<file path="src/fetch_defs.svh">
`ifndef FETCH_DEFS_SVH
`define FETCH_DEFS_SVH

// ********************
// fetch address after reset
`define FETCH_RESET_PC 64'h0000_0000_8000_0000

// ********************
// instruction cache geometry
`define ICACHE_SETS 16
`define ICACHE_LINE_WORDS 4
// log2 of the two sizes above
`define ICACHE_INDEX_BITS 4
`define ICACHE_WORD_BITS 2

// ********************
// backing memory image in words, addresses wrap inside it
`define IMAGE_WORDS 1024

`endif

</file>
<file path="src/fetch_pkg.sv">
`default_nettype none

`include "fetch_defs.svh"

package fetch_pkg;

	// byte address as seen by the core
	typedef logic [63:0] addr_t;

	// one rv64 base instruction
	typedef logic [31:0] inst_t;

	// whole cache line, word 0 sits in the low bits
	typedef logic [32*`ICACHE_LINE_WORDS-1:0] line_t;

	// set select taken from the pc
	typedef logic [`ICACHE_INDEX_BITS-1:0] index_t;

	// pc bits above index and word offset
	typedef logic [61-`ICACHE_WORD_BITS-`ICACHE_INDEX_BITS:0] tag_t;

	// miss handling states
	typedef enum logic {
		LOOKUP = 1'b0,
		REFILL = 1'b1
	} icache_state_t;

endpackage

`default_nettype wire

</file>
<file path="src/branch_predecode.sv">
`timescale 1ns/100ps
`default_nettype none

module branch_predecode import fetch_pkg::*; (
	input  addr_t pc,
	input  inst_t inst,
	output logic  pred_taken,
	output addr_t pred_target
);

	// ********************
	// opcode decode
	logic  is_jal;
	logic  is_branch;
	addr_t imm_j;
	addr_t imm_b;

	always_comb begin
		is_jal    = 1'b0;
		is_branch = 1'b0;
		if (inst[6:0] == 7'b1101111) begin
			is_jal = 1'b1;
		end else if (inst[6:0] == 7'b1100011) begin
			// funct3 010 and 011 are not defined for branches
			case (inst[14:12])
				3'b000, 3'b001, 3'b100,
				3'b101, 3'b110, 3'b111: is_branch = 1'b1;
				default:                is_branch = 1'b0;
			endcase
		end
	end

	// ********************
	// immediates, sign taken from bit 31
	// j-type offset
	assign imm_j = {{43{inst[31]}}, inst[31], inst[19:12], inst[20], inst[30:21], 1'b0};
	// b-type offset
	assign imm_b = {{51{inst[31]}}, inst[31], inst[7], inst[30:25], inst[11:8], 1'b0};

	// ********************
	// static prediction
	// jal always taken
	// conditional branch taken only when the offset points backward
	assign pred_taken = is_jal || (is_branch && inst[31]);

	// target only matters when pred_taken is high
	assign pred_target = pc + (is_jal ? imm_j : imm_b);

endmodule

`default_nettype wire

</file>
<file path="src/fetch_unit.sv">
`timescale 1ns/100ps
`default_nettype none

module fetch_unit import fetch_pkg::*; (
	input  logic  clk,
	input  logic  rst,
	// decode side
	output logic  fetch_valid,
	input  logic  fetch_ready,
	output addr_t fetch_pc,
	output inst_t fetch_inst,
	output logic  fetch_pred_taken,
	// redirect from later stages
	input  logic  redirect_valid,
	input  addr_t redirect_pc,
	// line refill port
	output logic  mem_req,
	output addr_t mem_addr,
	input  logic  mem_valid,
	input  line_t mem_line
);

	// ********************
	// internal nets
	logic  cache_hit;
	addr_t pred_target;

	// pc register and next address
	pc_gen u_pc_gen (
		.clk            (clk),
		.rst            (rst),
		.hit            (cache_hit),
		.fetch_ready    (fetch_ready),
		.redirect_valid (redirect_valid),
		.redirect_pc    (redirect_pc),
		.pred_taken     (fetch_pred_taken),
		.pred_target    (pred_target),
		.pc             (fetch_pc),
		.fetch_valid    (fetch_valid)
	);

	// direct mapped cache, looked up with the current pc
	icache u_icache (
		.clk       (clk),
		.rst       (rst),
		.pc        (fetch_pc),
		.hit       (cache_hit),
		.inst      (fetch_inst),
		.mem_req   (mem_req),
		.mem_addr  (mem_addr),
		.mem_valid (mem_valid),
		.mem_line  (mem_line)
	);

	// static prediction on the word coming out of the cache
	branch_predecode u_branch_predecode (
		.pc          (fetch_pc),
		.inst        (fetch_inst),
		.pred_taken  (fetch_pred_taken),
		.pred_target (pred_target)
	);

endmodule

`default_nettype wire

</file>
<file path="src/icache.sv">
`timescale 1ns/100ps
`default_nettype none

`include "fetch_defs.svh"

module icache import fetch_pkg::*; (
	input  logic  clk,
	input  logic  rst,
	// lookup side
	input  addr_t pc,
	output logic  hit,
	output inst_t inst,
	// refill port to memory
	output logic  mem_req,
	output addr_t mem_addr,
	input  logic  mem_valid,
	input  line_t mem_line
);

	// ********************
	// storage
	// one valid bit per set
	logic [`ICACHE_SETS-1:0] valid_q;
	tag_t                    tag_q  [`ICACHE_SETS];
	line_t                   data_q [`ICACHE_SETS];

	icache_state_t state_q;

	// ********************
	// pc fields
	// bits 1:0 are the byte offset inside a word
	logic [`ICACHE_WORD_BITS-1:0] lookup_word;
	index_t                       lookup_index;
	tag_t                         lookup_tag;
	line_t                        lookup_line;

	assign lookup_word  = pc[2 +: `ICACHE_WORD_BITS];
	assign lookup_index = pc[2+`ICACHE_WORD_BITS +: `ICACHE_INDEX_BITS];
	assign lookup_tag   = pc[63:2+`ICACHE_WORD_BITS+`ICACHE_INDEX_BITS];

	// ********************
	// hit detection
	// lookups only count while no refill is running
	assign hit = (state_q == LOOKUP)
		&& valid_q[lookup_index]
		&& (tag_q[lookup_index] == lookup_tag);

	// word select inside the line
	assign lookup_line = data_q[lookup_index];
	assign inst        = lookup_line[{lookup_word, 5'd0} +: 32];

	// ********************
	// refill control
	logic   miss;
	logic   fill;
	index_t refill_index;
	tag_t   refill_tag;

	// miss only seen in LOOKUP
	assign miss = (state_q == LOOKUP) && !hit;

	// line arrives this cycle
	assign fill = (state_q == REFILL) && mem_valid;

	// set and tag of the pending line come back out of the request address
	assign refill_index = mem_addr[2+`ICACHE_WORD_BITS +: `ICACHE_INDEX_BITS];
	assign refill_tag   = mem_addr[63:2+`ICACHE_WORD_BITS+`ICACHE_INDEX_BITS];

	// request is up for the whole REFILL state
	// rises the cycle after the miss
	// drops on the edge after mem_valid
	assign mem_req = (state_q == REFILL);

	// miss fsm and valid bits
	always_ff @(posedge clk) begin
		if (rst) begin
			state_q <= LOOKUP;
			valid_q <= '0;
		end else begin
			case (state_q)
				LOOKUP: begin
					if (miss) begin
						state_q <= REFILL;
					end
				end
				REFILL: begin
					// latency varies, wait for the response pulse
					if (mem_valid) begin
						state_q               <= LOOKUP;
						valid_q[refill_index] <= 1'b1;
					end
				end
				default: begin
					state_q <= LOOKUP;
				end
			endcase
		end
	end

	// ********************
	// request address and array writes
	always_ff @(posedge clk) begin
		// line aligned address of the missing pc
		// stays put until the line comes back
		if (miss) begin
			mem_addr <= {lookup_tag, lookup_index, {(2+`ICACHE_WORD_BITS){1'b0}}};
		end
		// whole line written at once
		// hit shows up on the next cycle
		if (fill) begin
			data_q[refill_index] <= mem_line;
			tag_q[refill_index]  <= refill_tag;
		end
	end

endmodule

`default_nettype wire

</file>
<file path="src/pc_gen.sv">
`timescale 1ns/100ps
`default_nettype none

`include "fetch_defs.svh"

module pc_gen import fetch_pkg::*; (
	input  logic  clk,
	input  logic  rst,
	// cache lookup result for the current pc
	input  logic  hit,
	// decode handshake
	input  logic  fetch_ready,
	// redirect from later stages
	input  logic  redirect_valid,
	input  addr_t redirect_pc,
	// predecode of the current word
	input  logic  pred_taken,
	input  addr_t pred_target,
	output addr_t pc,
	output logic  fetch_valid
);

	logic  transfer;
	addr_t seq_pc;
	addr_t next_pc;

	// ********************
	// decode handshake
	// word is offered as soon as the cache hits
	// a redirect kills the offer in the same cycle
	assign fetch_valid = hit && !redirect_valid;

	// instruction accepted by decode
	assign transfer = fetch_valid && fetch_ready;

	// fall through address
	assign seq_pc = pc + 64'd4;

	// ********************
	// next address select
	always_comb begin
		if (redirect_valid) begin
			// redirect beats any prediction
			next_pc = redirect_pc;
		end else if (transfer) begin
			// jal or backward branch goes to target
			next_pc = pred_taken ? pred_target : seq_pc;
		end else begin
			// stall or miss
			// hold so pc and word stay stable for decode
			next_pc = pc;
		end
	end

	// program counter register
	always_ff @(posedge clk) begin
		if (rst) begin
			pc <= `FETCH_RESET_PC;
		end else begin
			pc <= next_pc;
		end
	end

endmodule

`default_nettype wire

</file>
<file path="config.mk">
export PLATFORM = sky130hd
export DESIGN_NAME = fetch_unit
export DESIGN_NICKNAME = d
export VERILOG_FILES = /design/src/fetch_pkg.sv /design/src/branch_predecode.sv /design/src/fetch_unit.sv /design/src/icache.sv /design/src/pc_gen.sv
export VERILOG_INCLUDE_DIRS = /design/src
export SDC_FILE = /design/constraint.sdc
export NUM_CORES = 2
export LEC_CHECK = 0
export BUFFER_PORTS_ARGS = -buffer_cell sky130_fd_sc_hd__buf_2
export CAP_MARGIN = 10
export CORE_ASPECT_RATIO = 1.25
export CORE_MARGIN = 1.5
export CORE_UTILIZATION = 35
export CTS_CLUSTER_DIAMETER = 50
export DETAILED_ROUTE_END_ITERATION = 16
export SETUP_SLACK_MARGIN = 0.15
export SYNTH_ARGS = -nofsm -noshare
export SYNTH_HDL_FRONTEND = slang
export SYNTH_SLANG_ARGS = --single-unit
</file>
<file path="constraint.sdc">
create_clock -name clk -period 36.5 [get_ports clk]
set_input_delay 1.825 -clock clk [delete_from_list [all_inputs] [get_ports clk]]
set_output_delay 1.825 -clock clk [all_outputs]
set_load 0.005 [all_outputs]
</file>
==> reports/metrics.yaml <==
finish:
  final_util_pct: 40.4
  nets: 7017
  area_growth_pct: 14.7
  fill_cells: 31400
  drive_gt1_share_pct: 26.9
  stdcell_count: 11700
min_path:
  min_path_type: "reg -> reg"
  min_path_cells: 2
  worstHoldEndpoint: "u_icache.valid_q[12]$_SDFFE_PP0P_"
  hold_path.startpoint: "u_icache.valid_q[12]$_SDFFE_PP0P_"
critical_path:
  crit_type: "reg -> reg"
  worstSetupEndpointType: "flop"
  r2r_end: "u_pc_gen.pc[60]$_SDFFE_PP0N_"
  start_kind: "flop"
  reg2reg_depth: 21
  arrival_ns: 11.21
  crit_fanout: 45
  rrSetupSlack_ns: 26.02
  cp.required_ns: 37.23
global_routing:
  grt_pass1_wl_microns: 542000
  grt_start_max_net_pins: 107
  grt_remaining_overflow: 0
  antenna_found_initial: 98
  first_global_vias: 68000
  grt.total_usage_pct: 21.4
synth:
  syn_area_per_cell_sq_um: 20.0
  synthArstFlopShare_pct: 0
  synthMuxAreaShare_pct: 16.1
  syn_area_sq_um: 125000
  synth_flop_cell: "edfxtp_1"
  syn_inst: 6227
  synthSimpleGateAreaFrac_pct: 3.11
  synth.ff_latch_count: 3089
  synth_xor_area_share_pct: 1.05
  synth_top_family_by_area: "multiplexers"
  synth_edf_count: 3004
  synth_compound_area_share_pct: 3.78
  ys_types: 97
  ys_seq_area_share_pct: 73.7
  synth_fa_ha_area_share_pct: 0.648
  synth_warnings: 0
floorplan:
  die_x_microns: 537
  initial_core_util_pct: 35.2
  core-area_sq_um: 354000
  pin_count: 360
  fp.dieH_microns: 671
  die_area_sq_um: 360000
  rows: 244
sta:
  fin_crit_sh_pct: 28.7
  worstMarginPinSlew_ns: 1.31
  fin_setup_tns_ns: 0
  slew_viol_final: 0
  rsz0062_at_grt: "false"
  fin_crit_ns: 10.48
  relSlewSlack_pct: 10.2
  max_freq_ghz: 0.0954
  setup_violations: 0
  skew_ns: 0.0547
  hold_viol: 0
  fin_ws_ns: 26.02
place:
  placed_cells: 11100
  dp_hpwl_microns: 234000
  io_buffers: 355
  dpl_worst_slack_ns: 25.91
  routabilityCongestion: 0.927
flow_run:
  maxCapViolCount: 0
power:
  p_int_w: 0.00612
  switching_share_pct: 23.4
  p_leak_nw: 45.2
  ir_drop_uv: 37.1
  pwr-share-clk_pct: 41.7
  pwr-share-seq_pct: 49.9
  comb_power_share_pct: 8.4
  p_per_area_nw_per_um2: 55.9
  switching_power_w: 0.00187
detailed_routing:
  via_per_inst: 5.73
  drtIter0Drc: 7399
  wl_microns: 391000
  antenna_left: 0
  vias: 67000
  wl_per_cell_microns: 33.4
  drt_first_pass_iters: 6
  drc: 0
clocking:
  cts_buffers: 337
  cts_tree: "yes"
  cts_root_buf: "clkbuf_16"
  clk_latency_ns: 0.87
  clkSlewWorstSetupHoldPaths_ns: 0.06
  cts_resized: 0
  htree_levels: 5
  postCtsHoldBufs: 0
  postCtsSetupBuffers: 0
  cts.sinks: 3089
  clock_path_buffers: 4
run_status:
  outcome: "finished clean"
-- cells by family after synthesis --
family                   Yosys count
flip-flops                      3089
buffers and inverters            401
adder cells (fa/ha/maj)           64
other                              1
multiplexers                    1042
AND/OR/NAND/NOR                  799
AO/OA/AOI/OAI                    682
XOR/XNOR                         149
-- critical path, cell delays in order, from the launching register on --
cell       delay [ns]
dfxtp_4          0.75
buf_4            0.77
buf_4            0.71
buf_4            0.71
buf_4            0.73
buf_4            0.75
mux4_2           0.60
mux4_2           0.54
mux4_2           0.51
mux2_2           0.32
ha_1             0.37
nand3_1          0.09
o211ai_1         0.53
a21oi_1          0.35
nand4bb_1        0.29
a31oi_1          0.52
a21oi_1          0.28
o21a_1           0.33
or3_1            0.38
a211o_1          0.26
a22oi_1          0.14
a211oi_1         0.09
-- how the worst max path moves through the flow --
stage	startpoint	end	slack (ns)	cells past startpoint
after floorplan	mem_valid	u_icache.data_q[0][0]$_DFFE_PP_	20.83	3
after global routing	flop	u_pc_gen.pc[58]$_SDFFE_PP0N_	25.33	21
after detailed placement	flop	u_pc_gen.pc[60]$_SDFFE_PP0N_	25.91	21
after CTS	flop	u_pc_gen.pc[60]$_SDFFE_PP0N_	25.90	21
final	flop	u_pc_gen.pc[60]$_SDFFE_PP0N_	26.02	21
after global placement	flop	u_pc_gen.pc[60]$_SDFFE_PP0N_	25.87	21
-- synthesized netlist by cell type, drive strengths merged, types with 8 or more instances --
cell type | instances | area [sq um]
a22o | 8 | 70.1
xor2 | 51 | 447
o21ai | 97 | 485
a2111oi | 13 | 126
o31ai | 9 | 67.6
mux2 | 34 | 383
and4 | 8 | 70.1
a21oi | 138 | 694
nand2 | 228 | 858
a21o | 56 | 420
nor2b | 21 | 131
a31o | 8 | 70.1
a221oi | 20 | 188
o21a | 10 | 75.1
and2 | 21 | 131
mux4 | 767 | 17300
a31oi | 21 | 131
nor3b | 9 | 72.6
nand4 | 46 | 288
a211oi | 39 | 298
edfxtp | 3004 | 90200
clkbuf | 146 | 548
nand2b | 21 | 131
ha | 63 | 788
and3 | 32 | 200
xnor2 | 98 | 858
nor3 | 47 | 240
or3 | 11 | 68.8
or2 | 9 | 56.3
o22ai | 44 | 275
inv | 43 | 161
a22oi | 65 | 488
o211a | 8 | 80.1
o2111ai | 10 | 87.6
o211ai | 32 | 240
o21bai | 15 | 113
a32oi | 11 | 96.3
buf | 209 | 1370
nand3 | 80 | 400
nor4 | 38 | 244
a211o | 10 | 87.6
dfxtp | 85 | 1700
mux2i | 241 | 2410
nor2 | 202 | 761
-- state kept, by name (all words and copies together), names as in the netlist, named ones only --
register,cells
u_pc_gen.pc,64
u_icache.tag_q,896
u_icache.mem_req,1
u_icache.mem_addr,60
u_icache.data_q,2048
u_icache.valid_q,16
-- cells in the final DEF (no fill, tap or decap), types with 63 or more instances in the layout --
cell | synthesis | layout
nand3_1 | 80 | 79
buf_4 | 45 | 169
ha_1 | 63 | 63
mux2i_1 | 241 | 241
nand2_1 | 227 | 227
dfxtp_1 | 85 | 79
clkbuf_16 | 0 | 342
nor2_1 | 201 | 187
o21ai_0 | 90 | 90
buf_2 | 87 | 355
a22oi_1 | 65 | 65
edfxtp_1 | 3004 | 3004
a21oi_1 | 137 | 137
mux4_2 | 766 | 766
xnor2_1 | 98 | 98
-- metal layers --
metal  wire length, microns  vias up  track usage (%)
met5                    272        -                0
met4                  18100       44             8.69
met3                  28400      745             4.04
met2                 196000     2961             36.4
met1                 148000    36200             26.7
li1                       -    27100                -
-- power by group through the flow --
| stage | Combinational, W | Sequential (W) | Clock (W) |
|---|---|---|---|
| 2_1_floorplan | 0.000394 | 0.00405 | 0 |
| 3_3_place_gp | 0.000669 | 0.00406 | 0 |
| 3_5_place_dp | 0.000671 | 0.00407 | 0 |
| 4_1_cts | 0.000674 | 0.00399 | 0.00338 |
| 5_1_grt | 0.000709 | 0.00399 | 0.00352 |
| 6_report | 0.000670 | 0.00399 | 0.00333 |
-- metrics by stage --
step	total power [W]	hold slack [ns]	cell area (sq um)
floorplan	0.00445	0.435	125000
global placement	0.00473	0.443	132000
detailed placement	0.00474	0.460	132000
CTS	0.00805	0.473	143000
global route	0.00822	0.497	143000
finish	0.00800	0.473	143000
-- area by class of cell --
type	instances	area (sq um)	area share [%]
clock buffer	405	8810	6.16
clock inverter	191	1900	1.33
multi-input combinational	2740	31000	21.6
antenna	12	30.0	0.0210
tap	4674	5850	4.09
inverter	46	181	0.127
timing repair buffer	542	3410	2.38
sequential	3089	91900	64.3
(Power assumes the default switching activity.)
